### config.mk
export PLATFORM = sky130hd
export DESIGN_NAME = viterbi_top
export DESIGN_NICKNAME = d
export VERILOG_FILES = /design/src/vit_pkg.sv /design/src/branch_metric.sv /design/src/acs_unit.sv /design/src/trellis_mem.sv /design/src/traceback.sv /design/src/viterbi_top.sv
export SDC_FILE = /design/constraint.sdc
export NUM_CORES = 1
export LEC_CHECK = 0
export BUFFER_PORTS_ARGS = -buffer_cell sky130_fd_sc_hd__buf_4
export CAP_MARGIN = 30
export CELL_PAD_IN_SITES_DETAIL_PLACEMENT = 1
export CELL_PAD_IN_SITES_GLOBAL_PLACEMENT = 2
export CORE_ASPECT_RATIO = 1.25
export CORE_MARGIN = 2
export CORE_UTILIZATION = 30
export CTS_CLUSTER_SIZE = 24
export DETAILED_ROUTE_END_ITERATION = 7
export HOLD_SLACK_MARGIN = 0.06
export PLACE_DENSITY = 0.68
export SLEW_MARGIN = 10
export SYNTH_ARGS = -nofsm -noshare
export SYNTH_HDL_FRONTEND = slang
export SYNTH_HIERARCHICAL = 1
export SYNTH_SLANG_ARGS = --single-unit
### constraint.sdc
create_clock -name clk -period 17.6 [get_ports clk]
set_input_delay 0.88 -clock clk [delete_from_list [all_inputs] [get_ports clk]]
set_output_delay 0.88 -clock clk [all_outputs]
set_load 0.03 [all_outputs]
### src/vit_pkg.sv
`default_nettype none

package vit_pkg;

    // trellis size for K = 3
    localparam int NUM_STATES = 4;
    localparam int STATE_W = 2;

    // generator taps, MSB is the current input bit
    localparam logic [STATE_W:0] GEN_0 = 3'o7;
    localparam logic [STATE_W:0] GEN_1 = 3'o5;

    // path and branch metrics
    typedef logic [7:0] metric_t;

    // one received hard-decision symbol
    typedef struct packed {
        logic g0;  // output of GEN_0
        logic g1;  // output of GEN_1
    } sym_t;

    // one decision bit per state, 1 = odd predecessor won
    typedef logic [NUM_STATES-1:0] surv_col_t;

    // branch metrics by label {g0, g1}
    typedef struct packed {
        metric_t m11;
        metric_t m10;
        metric_t m01;
        metric_t m00;
    } bm_vec_t;

endpackage

`default_nettype wire

### src/branch_metric.sv
`timescale 1ns/1ns
`default_nettype none

module branch_metric
(
    input  wire vit_pkg::sym_t i_sym,
    output vit_pkg::bm_vec_t   o_bm
);

    import vit_pkg::*;

    // Hamming distance between the symbol and a label {g0, g1}
    function automatic metric_t hamming(input sym_t sym, input logic [1:0] lbl);
        metric_t d0;
        metric_t d1;
        d0 = metric_t'(sym.g0 ^ lbl[1]);
        d1 = metric_t'(sym.g1 ^ lbl[0]);
        return d0 + d1;
    endfunction

    always_comb
    begin
        o_bm.m00 = hamming(i_sym, 2'b00);
        o_bm.m01 = hamming(i_sym, 2'b01);
        o_bm.m10 = hamming(i_sym, 2'b10);
        o_bm.m11 = hamming(i_sym, 2'b11);  // 0 to 2 for each label
    end

endmodule

`default_nettype wire

### src/acs_unit.sv
`timescale 1ns/1ns
`default_nettype none

module acs_unit
(
    input  wire logic             clk,
    input  wire logic             rst,
    input  wire logic             i_sym_valid,
    input  wire logic             i_last,
    input  wire logic             i_frame_start,
    input  wire vit_pkg::bm_vec_t i_bm,
    output vit_pkg::surv_col_t    o_col,
    output logic                  o_col_wr,
    output logic                  o_frame_end
);

    import vit_pkg::*;

    localparam metric_t METRIC_INIT = 8'd64;  // well above any 16-symbol path cost

    metric_t   pm     [NUM_STATES];
    metric_t   base   [NUM_STATES];
    metric_t   m_even [NUM_STATES];
    metric_t   m_odd  [NUM_STATES];
    metric_t   pm_nxt [NUM_STATES];
    surv_col_t dec;

    function automatic metric_t init_metric(input int s);
        return (s == 0) ? '0 : METRIC_INIT;  // encoder starts in state 0
    endfunction

    // register is {u, s1, s0} = {next state, low bit of the predecessor}
    function automatic logic [1:0] branch_label(input logic [STATE_W-1:0] ns,
                                                input logic odd);
        logic [STATE_W:0] taps;
        taps = {ns, odd};
        return {^(taps & GEN_0), ^(taps & GEN_1)};
    endfunction

    function automatic metric_t pick_bm(input bm_vec_t bm, input logic [1:0] lbl);
        case (lbl)
            2'b00:   return bm.m00;
            2'b01:   return bm.m01;
            2'b10:   return bm.m10;
            default: return bm.m11;
        endcase
    endfunction

    always_comb
    begin
        for (int s = 0; s < NUM_STATES; s++)
        begin
            base[s] = i_frame_start ? init_metric(s) : pm[s];  // a new frame may start now
        end
        for (int ns = 0; ns < NUM_STATES; ns++)
        begin
            m_even[ns] = base[(ns * 2) % NUM_STATES]
                         + pick_bm(i_bm, branch_label(STATE_W'(ns), 1'b0));
            m_odd[ns]  = base[(ns * 2) % NUM_STATES + 1]
                         + pick_bm(i_bm, branch_label(STATE_W'(ns), 1'b1));
            dec[ns]    = (m_odd[ns] < m_even[ns]);  // tie keeps the even one
            pm_nxt[ns] = dec[ns] ? m_odd[ns] : m_even[ns];
        end
    end

    always_ff @(posedge clk or negedge rst)
    begin
        if (!rst)
        begin
            for (int s = 0; s < NUM_STATES; s++)
            begin
                pm[s] <= init_metric(s);
            end
            o_col_wr    <= 1'b0;
            o_frame_end <= 1'b0;
        end
        else
        begin
            o_col_wr    <= i_sym_valid;
            o_frame_end <= i_sym_valid && i_last;
            if (i_sym_valid)
            begin
                pm <= pm_nxt;
            end
            else if (i_frame_start)
            begin
                for (int s = 0; s < NUM_STATES; s++)
                begin
                    pm[s] <= init_metric(s);
                end
            end
        end
    end

    always_ff @(posedge clk)
    begin
        if (i_sym_valid)
        begin
            o_col <= dec;  // written to the trellis next cycle
        end
    end

endmodule

`default_nettype wire

### src/trellis_mem.sv
`timescale 1ns/1ns
`default_nettype none

module trellis_mem #(
    parameter int TB_DEPTH = 16
)
(
    input  wire logic               clk,
    input  wire logic               rst,
    input  wire vit_pkg::surv_col_t i_col,
    input  wire logic               i_col_wr,
    input  wire logic               i_frame_end,
    output vit_pkg::surv_col_t      o_col,
    output logic                    o_col_valid,
    output logic                    o_empty,
    output logic                    o_sym_credit
);

    import vit_pkg::*;

    localparam int CNT_W = $clog2(TB_DEPTH);

    surv_col_t        col_mem [TB_DEPTH];
    logic [CNT_W-1:0] depth;
    logic             rd_mode;  // 0 builds the trellis, 1 hands it back
    logic             last_wr;

    // last column of the frame, or no room for another
    assign last_wr = i_frame_end || (depth == CNT_W'(TB_DEPTH - 1));

    always_ff @(posedge clk)
    begin
        if (!rd_mode && i_col_wr)
        begin
            col_mem[depth] <= i_col;
        end
    end

    always_ff @(posedge clk or negedge rst)
    begin
        if (!rst)
        begin
            depth   <= '0;
            rd_mode <= 1'b0;
        end
        else if (!rd_mode)
        begin
            if (i_col_wr)
            begin
                if (last_wr)
                begin
                    rd_mode <= 1'b1;  // depth stays on the newest column
                end
                else
                begin
                    depth <= depth + 1'b1;
                end
            end
        end
        else
        begin
            if (depth == '0)
            begin
                rd_mode <= 1'b0;  // back to build mode, depth already 0
            end
            else
            begin
                depth <= depth - 1'b1;
            end
        end
    end

    // one column per cycle, newest first
    assign o_col        = col_mem[depth];
    assign o_col_valid  = rd_mode;
    assign o_sym_credit = rd_mode;  // each column read frees one slot
    assign o_empty      = rd_mode && (depth == '0);

endmodule

`default_nettype wire

### src/traceback.sv
`timescale 1ns/1ns
`default_nettype none

module traceback #(
    parameter int TB_DEPTH = 16
)
(
    input  wire logic               clk,
    input  wire logic               rst,
    input  wire vit_pkg::surv_col_t i_col,
    input  wire logic               i_col_valid,
    input  wire logic               i_empty,
    input  wire logic               i_bit_credit,
    output logic                    o_bit,
    output logic                    o_bit_valid,
    output logic                    o_frame_done,
    output logic                    o_frame_start
);

    import vit_pkg::*;

    localparam int CNT_W  = $clog2(TB_DEPTH);
    localparam int CRED_W = CNT_W + 2;

    typedef enum logic [1:0] {
        TB_WALK,   // following survivors back
        TB_EMIT,   // releasing bits forward
        TB_FLUSH   // frame too short to carry bits
    } tb_state_e;

    tb_state_e          state;
    logic [STATE_W-1:0] cur_st;
    logic [CNT_W-1:0]   col_cnt;
    logic [CNT_W-1:0]   rd_idx;
    logic [CRED_W-1:0]  bit_credits;
    logic [TB_DEPTH-1:0] bit_buf;  // entry 0 belongs to the last column

    always_ff @(posedge clk)
    begin
        if (state == TB_WALK && i_col_valid)
        begin
            bit_buf[col_cnt] <= cur_st[STATE_W-1];  // input bit that entered this state
        end
    end

    always_ff @(posedge clk or negedge rst)
    begin
        if (!rst)
        begin
            state   <= TB_WALK;
            cur_st  <= '0;
            col_cnt <= '0;
            rd_idx  <= '0;
        end
        else
        begin
            case (state)
                TB_WALK:
                begin
                    if (i_col_valid)
                    begin
                        cur_st  <= {cur_st[STATE_W-2:0], i_col[cur_st]};
                        col_cnt <= col_cnt + 1'b1;
                        if (i_empty)
                        begin
                            cur_st  <= '0;  // terminated frames end in state 0
                            col_cnt <= '0;
                            rd_idx  <= col_cnt;  // oldest column
                            state   <= (col_cnt < CNT_W'(2)) ? TB_FLUSH : TB_EMIT;
                        end
                    end
                end
                TB_EMIT:
                begin
                    if (o_bit_valid)
                    begin
                        rd_idx <= rd_idx - 1'b1;
                        if (o_frame_done)
                        begin
                            state <= TB_WALK;
                        end
                    end
                end
                default:
                begin
                    state <= TB_WALK;
                end
            endcase
        end
    end

    // output credits from the sink
    always_ff @(posedge clk or negedge rst)
    begin
        if (!rst)
        begin
            bit_credits <= '0;
        end
        else if (i_bit_credit && !o_bit_valid)
        begin
            if (bit_credits != '1)
            begin
                bit_credits <= bit_credits + 1'b1;
            end
        end
        else if (!i_bit_credit && o_bit_valid)
        begin
            bit_credits <= bit_credits - 1'b1;
        end
    end

    assign o_bit         = bit_buf[rd_idx];
    assign o_bit_valid   = (state == TB_EMIT) && (bit_credits != '0);
    assign o_frame_done  = o_bit_valid && (rd_idx == CNT_W'(2));  // entries 1 and 0 are tail
    assign o_frame_start = o_frame_done || (state == TB_FLUSH);

endmodule

`default_nettype wire

### src/viterbi_top.sv
`timescale 1ns/1ns
`default_nettype none

module viterbi_top #(
    parameter int TB_DEPTH = 16
)
(
    input  wire logic          clk,
    input  wire logic          rst,
    input  wire vit_pkg::sym_t i_sym,
    input  wire logic          i_sym_valid,
    input  wire logic          i_last,
    output logic               o_sym_credit,
    input  wire logic          i_bit_credit,
    output logic               o_bit,
    output logic               o_bit_valid,
    output logic               o_frame_done
);

    import vit_pkg::*;

    bm_vec_t   bm;
    surv_col_t wr_col;
    surv_col_t rd_col;
    logic      col_wr;
    logic      frame_end;
    logic      col_valid;
    logic      tm_empty;
    logic      frame_start;  // clears path metrics for the next frame

    branch_metric branch_metric_i (
        .i_sym (i_sym),
        .o_bm  (bm)
    );

    acs_unit acs_i (
        .clk           (clk),
        .rst           (rst),
        .i_sym_valid   (i_sym_valid),
        .i_last        (i_last),
        .i_frame_start (frame_start),
        .i_bm          (bm),
        .o_col         (wr_col),
        .o_col_wr      (col_wr),
        .o_frame_end   (frame_end)
    );

    trellis_mem #(.TB_DEPTH(TB_DEPTH)) trellis_i (
        .clk          (clk),
        .rst          (rst),
        .i_col        (wr_col),
        .i_col_wr     (col_wr),
        .i_frame_end  (frame_end),
        .o_col        (rd_col),
        .o_col_valid  (col_valid),
        .o_empty      (tm_empty),
        .o_sym_credit (o_sym_credit)
    );

    traceback #(.TB_DEPTH(TB_DEPTH)) traceback_i (
        .clk           (clk),
        .rst           (rst),
        .i_col         (rd_col),
        .i_col_valid   (col_valid),
        .i_empty       (tm_empty),
        .i_bit_credit  (i_bit_credit),
        .o_bit         (o_bit),
        .o_bit_valid   (o_bit_valid),
        .o_frame_done  (o_frame_done),
        .o_frame_start (frame_start)
    );

endmodule

`default_nettype wire

### Yosys cells after proc, flatten, opt, wreduce, memory -nomap -nowiden

Memory sizes are Yosys's and may differ from the RTL's.
Cells that the tools add are included.

| cells by class | value |
|---|---|
| $add $sub $neg | 18 |
| magnitude comparators | 9 |
| eq/ne operators | 12 |
| mux-type cells | 42 |
| bitwise logic cells | 2 |
| reductions and logical operators | 26 |

Operators by type and width:

| kind | count |
|---|---|
| adder 8 x 2 -> 8 bit | 8 |
| 2-to-1 mux 32 bit | 2 |
| 2-to-1 mux 8 bit | 8 |
| less-than comparator 8 bit | 4 |
| 2-to-1 mux 4 bit | 8 |
| 2-to-1 mux 6 bit | 3 |
| bitwise mux 16 bit | 1 |
| 2-to-1 mux 2 bit | 6 |
| less-than comparator 4 x 5 -> 1 bit, second input constant | 2 |
| logical AND 1 bit | 9 |
| 2-to-1 mux 1 bit | 9 |
| adder 1 x 1 -> 2 bit | 4 |
| adder 4 x 1 -> 4 bit, second input constant | 2 |
| inequality test 2 bit, second input constant | 4 |
| case mux 4 bit (2 select lines) | 1 |
| AND reduction 4 bit | 2 |
| nonzero test 2 bit | 4 |
| subtractor 4 x 1 -> 4 bit, second input constant | 2 |
| adder 6 x 1 -> 6 bit, second input constant | 1 |
| inequality test 2 x 1 -> 1 bit, second input constant | 3 |
| inequality test 6 bit, second input constant | 1 |
| nonzero test 6 bit | 1 |
| subtractor 6 x 1 -> 6 bit, second input constant | 1 |
| binary-select mux 1 bit (select 4 bit) | 1 |
| other kinds (17) | 22 |

| storage, ports and cells | value |
|---|---|
| register bits after elaboration | 77 |
| RAM bits | 64 |
| bits of input ports | 7 |
| output and inout bits | 4 |
| logic and storage cells | 125 |
| memories | 1 |

Memories:

| memory | depth | width | read ports | clocked after Yosys merged registers in | write ports | RTL line | RTL |
|---|---|---|---|---|---|---|---|
| trellis_i.col_mem | 16 | 4 | 1 | 0 | 1 | trellis_mem.sv:23 | `surv_col_t col_mem [TB_DEPTH];` |

### Depth between registers and ports, before layout

Gate-level depths: netlist (run 1).

| depth | value |
|---|---|
| word-level depth | 9 |
| gate-level depth with buffers | 27 |
| depth with buffers taken out | 21 |

### Hierarchy

The synthesis (run 1) kept the hierarchy.

By module, submodules not included:

| module | instances | cells an instance | area an instance (sq um) | seq. area each (sq um) |
|---|---|---|---|---|
| acs_unit | 1 | 644 | 5,238.8 | 974.7 |
| trellis_mem | 1 | 158 | 2,832.7 | 2,047.0 |
| traceback | 1 | 164 | 1,928.1 | 930.9 |
| branch_metric | 1 | 34 | 260.2 | 0.0 |

### Worst setup path after synthesis (run 1)

Ideal clock, no wire load.

| timing | value |
|---|---|
| path kind | reg2reg |
| start point | register traceback_i.state[1] |
| end point | register acs_i/pm[7] (netlist bit) |
| setup time | 0.126 ns |
| arrival time | 6.335 ns |
| required time | 17.474 ns |
| path slack | 11.139 ns |
| cell stages (with the launch flop) | 27 |
| path buffers | 6 |
| period minus slack after synthesis | 6.461 ns |
| path through | dfrtp_1 -> nand2b_1 -> a21o_1 -> buf_6 -> nor4b_1 -> a21o_1 -> buf_6 -> buf_2 -> buf_2 -> clkbuf_1 -> clkbuf_1 -> nor2b_1 -> ha_1 -> ha_1 -> a21o_1 -> maj3_1 -> maj3_1 -> xor2_1 -> ha_1 -> a21o_1 -> a21o_1 -> a21oi_1 -> o21ai_1 -> inv_2 -> nor3_1 -> mux2_2 -> a311o_1 |

| on the way | value |
|---|---|
| word-level cells in the longest chain between the ends | 9 |
| elaborated cells on any way between the ends | 13 |
| classes of those cells | add/sub: 2; order compare: 1; eq/ne: 2; mux: 4; reduce/logical: 4 |

Ends and longest elaborated chain:

| item | RTL line | RTL |
|---|---|---|
| start: declaration | traceback.sv:31 | `tb_state_e state;` |
| start signal: assignment | traceback.sv:69 | `state <= (col_cnt < CNT_W'(2)) ? TB_FLUSH : TB_EMIT;` |
| == test 2 x 1 -> 1 bit (*) | traceback.sv:113 | `assign o_bit_valid = (state == TB_EMIT) && (bit_credits != '0);` |
| logical AND 1 bit (*) | traceback.sv:113 |  |
| logical AND 1 bit (*) | traceback.sv:114 | `assign o_frame_done = o_bit_valid && (rd_idx == CNT_W'(2));` |
| net o_frame_done | viterbi_top.sv:17 | `output logic o_frame_done` |
| logical OR 1 bit (*) | traceback.sv:115 | `assign o_frame_start = o_frame_done \|\| (state == TB_FLUSH);` |
| net frame_start | viterbi_top.sv:29 | `logic frame_start;` |
| 2-to-1 mux 8 bit | acs_unit.sv:53 | `base[s] = i_frame_start ? init_metric(s) : pm[s];` |
| adder 8 x 2 -> 8 bit (on tied branches) | acs_unit.sv:60, acs_unit.sv:58 |  |
| less-than comparator 8 bit (*) | acs_unit.sv:61 | `dec[ns] = (m_odd[ns] < m_even[ns]);` |
| net acs_i.dec[3] | acs_unit.sv:26 | `surv_col_t dec;` |
| 2-to-1 mux 8 bit (*) | acs_unit.sv:62 | `pm_nxt[ns] = dec[ns] ? m_odd[ns] : m_even[ns];` |
| 2-to-1 mux 32 bit (*) | acs_unit.sv:81 | `if (i_sym_valid)` |
| end signal: indexed assignment | acs_unit.sv:72 | `pm[s] <= init_metric(s);` |
| end signal: assignment | acs_unit.sv:83 | `pm <= pm_nxt;` |
| end signal: indexed assignment | acs_unit.sv:89 | `pm[s] <= init_metric(s);` |
| end: declaration | acs_unit.sv:21 | `metric_t pm [NUM_STATES];` |

The timed path passes the listed nets; every way through them passes the cells marked *.
A chain may end at the register's enable or synchronous reset.

### Worst setup path in the final report (run 1)

| timing | value |
|---|---|
| start point | register traceback_i.state[1] |
| end point | register acs_i/pm[23] (netlist bit) |

| on the way | value |
|---|---|
| word-level cells in the longest chain between the ends | 9 |
| elaborated cells on any way between the ends | 13 |
| classes of those cells | add/sub: 2; order compare: 1; eq/ne: 2; mux: 4; reduce/logical: 4 |

Ends and longest elaborated chain:

| item | RTL line |
|---|---|
| == test 2 x 1 -> 1 bit | traceback.sv:113 |
| logical AND 1 bit | traceback.sv:113 |
| logical AND 1 bit | traceback.sv:114 |
| logical OR 1 bit (*) | traceback.sv:115 |
| net frame_start | viterbi_top.sv:29 |
| 2-to-1 mux 8 bit | acs_unit.sv:53 |
| adder 8 x 2 -> 8 bit (on tied branches) | acs_unit.sv:60, acs_unit.sv:58 |
| less-than comparator 8 bit | acs_unit.sv:61 |
| 2-to-1 mux 8 bit | acs_unit.sv:62 |
| 2-to-1 mux 32 bit | acs_unit.sv:81 |

Marks and branches as above.

==> metrics.txt, run 1 <==
# nets final=1,074; R2R Setup Slk=11,540 ps; cells along the critical path=nand2b_1, a21o_1, nor4b_1, a21o_2, buf_4, nor2b_1, ha_1, maj3_1, o2111a_1, nor4_1, xnor2_1, ha_1, a21o_1, a21o_1, a21oi_1, o31a_1, a2111oi_0, a221o_1, a31o_1; vias post-DR=7,182; CTS tree=done; Unique masters post-synth=79; status=finished, final reports clean; Slew Limit Fails=0; ant diodes=0; Max stage delay cell, worst path=nor4b_1; routed len/inst=18.1 um; Yosys reg bits=141; CTS buffer count=17; Hold Path Cell Cnt=1; cells after synthesis=1,000; Main synth FF type=edfxtp_1; DRC errors left=0; Port Buffer Count=10; CP endpoint=acs_i/pm[23]$_DFFE_PN0P_; clk_lat worst skew=430 ps; mean number of vias per cell=5.07; final setup TNS=0 ps; die area=0.0357 mm2; die height=211 um; Die X=169 um; H-Tree Depth=4; CTS Sinks=141; fraction of registers with async set/reset=0.404; Final period util=0.344; Hold WC Path Type=register to register; critical path depth=19; number of global-route vias before repair=7,639; WP buf/inv=1; Placer Congestion=0.761; fmax=0.165 GHz; Netlist Area Pre-Place=0.0103 mm2; postcts setup bufs=0; path depth of the worst reg2reg path=19; antenna violations before repair=0; Data arrival, critical path=6370 ps; Hold Violations, Final=0; Critical Path Source Type=register; post-cts sizing count=0; gr ovfl total=0; Ports=11; initial DRC count=273; Yosys warnings=6; worst reg2reg endpoint=acs_i/pm[23]$_DFFE_PN0P_; sequential fraction of the synthesis area=0.385; largest net degree at the start of global routing=59; most frequent CP cell=a21o_1; final setup violation count=0; CP endpoint kind=register; syn_area_per_cell=10.3 um2; Crit Path Class=register to register; # Max-Cap Violations=0; Max-slew headroom=0.411; Worst EP required=17,920 ps; Worst Path Max Fanout=58; Root Buffer=clkbuf_16; max incr delay on CP=520 ps; area grow syn2layout=8.91%; # rows=75; Crit. Startpoint=traceback_i/state[1]$_DFFE_PN0P_; drt pass-1 iters=4; family with the most delay on the worst path=compound AO/OA/AOI/OAI gates; DP Wirelength=19,500 um; Clock Path Buffers=2; share of post-route cells with drive strength above 1=0.108; CORE AREA=0.0336 mm2; min Tclk post-route=6060 ps; Post-CTS Hold Buffers=0; Clock transition at path regs=70 ps; overall routing resource usage=0.151; Min Hold Slack=534 ps; RSZ-0062 raised after global routing=false; remaining antenna violation count=0; first-pass GRT wire length=42,100 um; fill count=3,754; Clock Skew=13.8 ps; Starting Density=0.305; EDFF count, synth=84; total wire length=25,600 um; worst reg2reg path startpoint=traceback_i/state[1]$_DFFE_PN0P_; Tightest Pin Transition=882 ps
[sequential cells by signal, summed over array words and instances (netlist names)]
name,count
acs_i/o_col_wr,1
trellis_i/depth,4
traceback_i/rd_idx,4
traceback_i/col_cnt,4
traceback_i/bit_credits,6
traceback_i/state,2
acs_i/pm,32
acs_i/o_frame_end,1
traceback_i/bit_buf,16
traceback_i/cur_st,2
acs_i/o_col,4
trellis_i/o_col_valid,1
trellis_i/col_mem,64
[worst min path at each step]
stage                                      startpoint                                end  slack, ps
floorplan           traceback_i/cur_st[0]$_DFFE_PN0P_  traceback_i/cur_st[0]$_DFFE_PN0P_        480
global placement    traceback_i/cur_st[0]$_DFFE_PN0P_  traceback_i/cur_st[0]$_DFFE_PN0P_        520
detailed placement  traceback_i/cur_st[0]$_DFFE_PN0P_  traceback_i/cur_st[0]$_DFFE_PN0P_        530
CTS                 traceback_i/cur_st[0]$_DFFE_PN0P_  traceback_i/cur_st[0]$_DFFE_PN0P_        540
global route        traceback_i/cur_st[0]$_DFFE_PN0P_  traceback_i/cur_st[0]$_DFFE_PN0P_        550
finish              traceback_i/cur_st[0]$_DFFE_PN0P_  traceback_i/cur_st[0]$_DFFE_PN0P_        530
[layout make-up]
type                    instances  area, um2  share of cell area
repair buffers                 15        120              0.0107
multi-input cells             776       5860               0.524
clock buffers                  17        425              0.0381
flip-flops and latches        141       3950               0.354
well taps                     423        529              0.0474
clock inverters                15        174              0.0156
inverters                      30        113              0.0101
[synthesized netlist by cell type, types with 5 or more instances]
library cell / number / area [um2]
a211oi_1: 6 / 45.0
a21o_1: 27 / 203
a21oi_1: 55 / 275
a221o_1: 6 / 60.1
a22oi_1: 8 / 60.1
a31oi_1: 11 / 68.8
and2_1: 30 / 188
and3_1: 8 / 50.1
and3b_1: 7 / 61.3
buf_2: 7 / 35.0
buf_4: 28 / 210
clkbuf_1: 34 / 128
dfrtp_1: 54 / 1350
edfxtp_1: 84 / 2520
ha_1: 84 / 1050
inv_1: 29 / 109
maj3_1: 8 / 80.1
mux2i_1: 11 / 110
mux4_2: 20 / 450
nand2_1: 50 / 188
nand2b_1: 17 / 106
nand3_1: 29 / 145
nand4_1: 5 / 31.3
nor2_1: 79 / 297
nor2b_1: 32 / 200
nor3_1: 16 / 80.1
nor4_1: 7 / 43.8
o2111a_1: 5 / 56.3
o211ai_1: 12 / 90.1
o21ai_0: 32 / 160
o31a_1: 7 / 61.3
o31ai_1: 5 / 37.5
or2_2: 13 / 81.3
or3_1: 6 / 37.5
or3b_2: 6 / 52.6
xnor2_1: 57 / 499
xor2_1: 26 / 228
[worst reg2reg max path: cells and delay by family, from the launching register on]
| kind | cells | cell delay, ps |
|---|---|---|
| AOI/OAI and AO/OA | 10 | 2310 |
| xor gates and xnor gates | 1 | 200 |
| adders and majority gates | 3 | 1000 |
| buffers and inverters | 1 | 470 |
| DFF | 1 | 420 |
| and+or+nand+nor | 4 | 1560 |
[metrics by stage]
stage,cells,worst slack [ps],util,cell area [um2]
floorplan,1023,11140,-,10300
global placement,1384,11620,0.314,10600
detailed placement,1384,11500,0.314,10600
CTS,1416,11460,0.332,11200
global route,1417,10890,0.333,11200
finish,1417,11540,0.333,11200
[layout by cell type (no fill, tap or decap), types with 13 or more instances in the layout]
cell / synthesis / routed
o21ai_0: 32 / 32
mux4_2: 20 / 20
conb_1: 1 / 24
a21oi_1: 55 / 55
inv_1: 29 / 29
ha_1: 84 / 84
nand2b_1: 17 / 17
a21o_1: 27 / 26
edfxtp_1: 84 / 84
buf_4: 28 / 14
or2_2: 13 / 13
nand3_1: 29 / 29
dfrtp_1: 54 / 54
nor3_1: 16 / 16
nor2b_1: 32 / 32
nand2_1: 50 / 50
xnor2_1: 57 / 57
xor2_1: 26 / 26
and2_1: 30 / 30
nor2_1: 79 / 79
clkbuf_16: 0 / 17
[logic make-up (layout without fill, tap and decap cells)]
logic type      Yosys count  count (layout)  share of synthesized area
fa+ha+maj                95              95                      0.115
simple gates            317             317                      0.161
buf+inv                 106              77                     0.0521
mux                      41              41                     0.0696
flops                   141             141                      0.385
compound gates          216             216                      0.145
xor+xnor                 83              83                     0.0709
other cells               1              24                   0.000366
[layer usage]
| metal | routed length [um] | up-vias | global-route usage | share of wire |
|---|---|---|---|---|
| li1 | - | 3576 | - | - |
| met3 | 449 | 14 | 0.0210 | 0.018 |
| met1 | 11200 | 3533 | 0.180 | 0.44 |
| met5 | 0 | - | 0 | 0 |
| met2 | 13700 | 59 | 0.283 | 0.53 |
| met4 | 252 | 0 | 0.0348 | 0.0098 |
Power of run 1 is not shown: default switching activity piles up to over one toggle a cycle in this logic, so the estimate is an artifact.
==> run 2: changes to the inputs <==
- clock period: 17.6 -> 6.3 ns (I/O delays scaled with it)
==> metrics.txt, run 2 (synthesis results as in run 1) <==
Clock Skew=9.06 ps (-4.74 ps); CORE AREA=0.0336 mm2 (unchanged); hold_sp=i_last; fmax=0.180 GHz (+9.2%); H-Tree Depth=4 (unchanged); Die X=169 um (unchanged); final setup TNS=0 ps (unchanged); final setup violation count=0 (unchanged); Final WS setup=755 ps (-10,790 ps); gr ovfl total=0 (unchanged); Max stage delay cell, worst path=a21o_2; number of global-route vias before repair=7,934 (+3.9%); share of post-route cells with drive strength above 1=0.113 (+0.00535); CTS tree=done; biggest regs=trellis_i/col_mem x64, acs_i/pm x32, traceback_i/bit_buf x16; most frequent CP cell=a21o_1; DP Wirelength=19,500 um (+0.38%); Crit Path Class=register to register; min Tclk post-route=5550 ps (-513 ps); CP endpoint kind=register; Clock transition at path regs=70 ps (about the same); path depth of the worst reg2reg path=20 (+1); max incr delay on CP=470 ps (-50 ps); fin cells=1,423 (+0.42%); Slew Limit Fails=0 (unchanged); post-cts sizing count=0 (unchanged); ant diodes=0 (unchanged); total wire length=25,700 um (+0.45%); remaining antenna violation count=0 (unchanged); cells along the critical path=nand2b_1, a21o_1, nor4b_2, a21o_2, nor2b_1, ha_1, ha_1, a21o_1, maj3_1, maj3_1, xor2_1, ha_1, a21o_1, a21o_1, a21oi_1, o21ai_1, inv_2, nor3_1, mux2_2, a311o_1; Hold WC Path Type=input pin to register; CTS Sinks=141 (unchanged); Port Buffer Count=10 (unchanged); die area=0.0357 mm2 (unchanged); largest net degree at the start of global routing=58 (-1.7%); drt pass-1 iters=4 (unchanged); Final period util=0.880 (+0.536); Worst EP required=6630 ps (-11,290 ps); mean number of vias per cell=5.10 (+0.70%); Min Hold Slack=110 ps (-424 ps); Max-slew headroom=0.410 (-0.00139); vias post-DR=7,263 (+1.1%); initial DRC count=295 (+8.1%); status=finished, final reports clean; clk_lat worst skew=440 ps (about the same); Starting Density=0.305 (unchanged); Critical Path Source Type=register; Clock Path Buffers=2 (unchanged); Hold Crit Endpoint=acs_i/o_frame_end$_DFF_PN0_; max reg flops=64 (unchanged); Ports=11 (unchanged); CTS buffer count=17 (unchanged); fill count=3,778 (+0.64%); R2R Setup Slk=750 ps (-10,790 ps); RSZ-0062 raised after global routing=false; Tightest Pin Transition=885 ps (+3.90 ps); # Max-Cap Violations=0 (unchanged); Worst Path Max Fanout=24 (-59%); worst reg2reg path startpoint=traceback_i/state[1]$_DFFE_PN0P_; antenna violations before repair=0 (unchanged); Placed Cells=1,390 (+0.43%); Placer Congestion=0.804 (+5.8%); Top reg by flops=trellis_i/col_mem; area grow syn2layout=9.68%; # nets final=1,080 (+0.56%); routed len/inst=18.1 um (about the same); most frequent cells in the layout=ha_1, edfxtp_1, nor2_1; DP Worst Slack=752 ps (-10,750 ps); Hold Path Cell Cnt=2 (+1); worst reg2reg endpoint=acs_i/pm[7]$_DFFE_PN0P_; # rows=75 (unchanged); DRC errors left=0 (unchanged); die height=211 um (unchanged); Root Buffer=clkbuf_16; overall routing resource usage=0.155 (+0.00473); first-pass GRT wire length=42,800 um (+1.7%); Hold Violations, Final=0 (unchanged); Data arrival, critical path=5870 ps (-500 ps)
## run 2: cell types whose count changed in the layout (fill, tap and decap cells not counted)
cell | before | now
buf_4 | 14 | 19
inv_6 | 4 | 6
inv_8 | 5 | 3
buf_12 | 0 | 1
buf_8 | 1 | 0
bufinv_16 | 1 | 2
clkinv_2 | 1 | 0
dlygate4sd3_1 | 0 | 1
nor4b_1 | 1 | 0
nor4b_2 | 0 | 1
## run 2: layout make-up
| type | instances | area, um2 | share of cell area |
|---|---|---|---|
| clock inverters | 15 | 194 | 0.0172 |
| flip-flops and latches | 141 | 3950 | 0.351 |
| repair buffers | 21 | 173 | 0.0153 |
| well taps | 423 | 529 | 0.0470 |
| clock buffers | 17 | 425 | 0.0378 |
| multi-input cells | 776 | 5870 | 0.521 |
| inverters | 30 | 113 | 0.0100 |
## run 2: metrics by stage
step / util / instance area, um2
floorplan: - / 10400
global placement: 0.316 / 10600
detailed placement: 0.316 / 10600
CTS: 0.335 / 11300
global route: 0.335 / 11300
finish: 0.335 / 11300
## run 2: what timing repair did
| item | CTS | global route |
|---|---|---|
| hold buffers | 1 | 0 |
| setup buffers | 0 | 0 |
| endpoints found under the hold margin | 54 | 0 |
## run 2: how the worst max path moves through the flow
stage          depth (start not counted)                        startpoint                        to
6_report                              20  traceback_i/state[1]$_DFFE_PN0P_   acs_i/pm[7]$_DFFE_PN0P_
2_1_floorplan                         26  traceback_i/state[1]$_DFFE_PN0P_   acs_i/pm[7]$_DFFE_PN0P_
3_5_place_dp                          20  traceback_i/state[1]$_DFFE_PN0P_   acs_i/pm[7]$_DFFE_PN0P_
4_1_cts                               19  traceback_i/state[1]$_DFFE_PN0P_  acs_i/pm[28]$_DFFE_PN0P_
5_1_grt                               19  traceback_i/state[1]$_DFFE_PN0P_   acs_i/pm[7]$_DFFE_PN0P_
3_3_place_gp                          17  traceback_i/state[1]$_DFFE_PN0P_  acs_i/pm[28]$_DFFE_PN0P_
## run 2: worst max-delay path: cells and delay by family, from the launching register on
family,cells,cell delay [ps]
buffers and inverters,1,230
adder cells (fa/ha/maj),5,1430
multiplexers,1,280
AO/OA/AOI/OAI,8,1990
XOR/XNOR,1,160
AND/OR/NAND/NOR,4,910
flip-flops,1,410
## run 2: layer usage
layer / GRT usage / up-vias / routed length [um]
met1: 0.189 / 3582 / 11400
met2: 0.282 / 68 / 13400
met3: 0.0244 / 24 / 517
met5: 0 / - / 0
li1: - / 3589 / -
met4: 0.0454 / 0 / 402
Power of run 2 is left out for the same reason.
==> run 3: changes to the inputs <==
- PLACE_DENSITY: 0.68 -> 0.57
==> metrics.txt, run 3 (synthesis results as in run 1) <==
status=finished, final reports clean; most frequent cells in the layout=ha_1, edfxtp_1, nor2_1; Hold WC Path Type=input pin to register; hold_sp=i_last; worst reg2reg path startpoint=traceback_i/bit_credits[1]$_DFFE_PN0P_; first-pass GRT wire length=43,500 um (+1.5%); clk_lat worst skew=440 ps (about the same); CP endpoint kind=register; vias post-DR=7,165 (-1.3%); # rows=75 (unchanged); fill count=3,805 (+0.71%); area grow syn2layout=9.63% (about the same); number of global-route vias before repair=7,652 (-3.6%); biggest regs=trellis_i/col_mem x64, acs_i/pm x32, traceback_i/bit_buf x16; postcts setup bufs=0 (unchanged); antenna violations before repair=0 (unchanged); Placer Congestion=0.729 (-9.3%); Final WS setup=679 ps (-76.0 ps); Top reg by flops=trellis_i/col_mem; Crit. Startpoint=traceback_i/bit_credits[1]$_DFFE_PN0P_; DP Wirelength=20,300 um (+4.1%); mean number of vias per cell=5.03 (-1.4%); Data arrival, critical path=5950 ps (+80 ps); CTS buffer count=17 (unchanged); final setup violation count=0 (unchanged); RSZ-0062 raised after global routing=false; footprint of the multi-input gates=0.00587 mm2 (unchanged); min Tclk post-route=5620 ps (+76.1 ps); Ports=11 (unchanged); Max-slew headroom=0.420 (+0.00995); register area=0.00395 mm2 (unchanged); Clock Path Buffers=2 (unchanged); DRC errors left=0 (unchanged); Port Buffer Count=10 (unchanged); largest net degree at the start of global routing=58 (unchanged); Post-CTS Hold Buffers=1 (unchanged); drt pass-1 iters=4 (unchanged); overall routing resource usage=0.158 (+0.00289); # nets final=1,081 (+0.093%); die height=211 um (unchanged); Final period util=0.892 (+0.0121); share of post-route cells with drive strength above 1=0.114 (+0.000886); Clock Skew=11.7 ps (+2.63 ps); Final Util=0.335 (about the same); remaining antenna violation count=0 (unchanged); CTS Sinks=141 (unchanged); Tightest Pin Transition=869 ps (-16.7 ps); Critical Path Source Type=register; H-Tree Depth=4 (unchanged); post-cts sizing count=0 (unchanged); Root Buffer=clkbuf_16; Worst EP required=6630 ps (about the same); CORE AREA=0.0336 mm2 (unchanged); Slew Limit Fails=0 (unchanged); max reg flops=64 (unchanged); die area=0.0357 mm2 (unchanged); routed len/inst=19.0 um (+4.9%); CTS tree=done; fmax=0.178 GHz (-1.4%); Starting Density=0.305 (unchanged); final setup TNS=0 ps (unchanged); DP Worst Slack=590 ps (-162 ps); Die X=169 um (unchanged); Hold Violations, Final=0 (unchanged); gr ovfl total=0 (unchanged); # Max-Cap Violations=0 (unchanged); initial DRC count=270 (-8.5%); ant diodes=0 (unchanged); Min Hold Slack=125 ps (+15.4 ps); Worst Path Max Fanout=17 (-29%); Crit Path Class=register to register; Clock transition at path regs=70 ps (about the same); total wire length=27,000 um (+5.0%)
## run 3: cell types whose count changed in the layout (fill, tap and decap cells not counted), moves of 2 or more
| cell | before | now |
|---|---|---|
| clkinv_4 | 0 | 3 |
| buf_4 | 19 | 16 |
| bufinv_16 | 2 | 0 |
| clkinv_8 | 2 | 0 |
| inv_6 | 6 | 4 |
| buf_16 | 0 | 2 |
| clkinv_2 | 0 | 2 |
## run 3: through the flow
step	cells	area, um2
final	1424	11200
after global placement	1386	10600
after detailed placement	1386	10600
after CTS	1419	11200
after floorplan	1023	10400
after global routing	1424	11200
## run 3: layout make-up
type                    count  area share
multi-input cells         776       0.522
flip-flops and latches    141       0.351
well taps                 423      0.0471
clock buffers              17      0.0378
repair buffers             22      0.0205
clock inverters            15      0.0117
inverters                  30      0.0100
## run 3: worst paths after layout
check / depth (start not counted) / slack, ps / endpoint
worst max-delay path: 20 / 680 / acs_i/pm[28]$_DFFE_PN0P_
worst max register to register: 20 / 680 / acs_i/pm[28]$_DFFE_PN0P_
max in group asynchronous: 3 / 5380 / acs_i/pm[6]$_DFFE_PN1P_
worst min register to register: 1 / 520 / traceback_i/cur_st[0]$_DFFE_PN0P_
min in group asynchronous: 2 / 350 / acs_i/pm[23]$_DFFE_PN0P_
worst min-delay path: 2 / 130 / acs_i/o_frame_end$_DFF_PN0_
## run 3: per-layer routing
layer  part of all wire  GRT usage
met5                  0          0
met4              0.013     0.0392
met3              0.012     0.0221
met2               0.50      0.281
met1               0.47      0.202
## run 3: worst max-delay path, cell delays in order, from the launching register on
cell and delay (ps):
dfrtp_1 440, nor4_1 400, a21o_1 400, nor4b_2 120, a21o_2 350, buf_4 250, nor2b_1 330, xor2_1 120
ha_1 250, or2_4 270, maj3_2 340, a211oi_2 320, xnor2_1 140, ha_1 210, a21o_1 150, a21o_1 170
a21oi_1 200, o31a_1 510, nand2b_1 230, nor2_1 60, a221o_1 250
Power of run 3 is left out for the same reason.
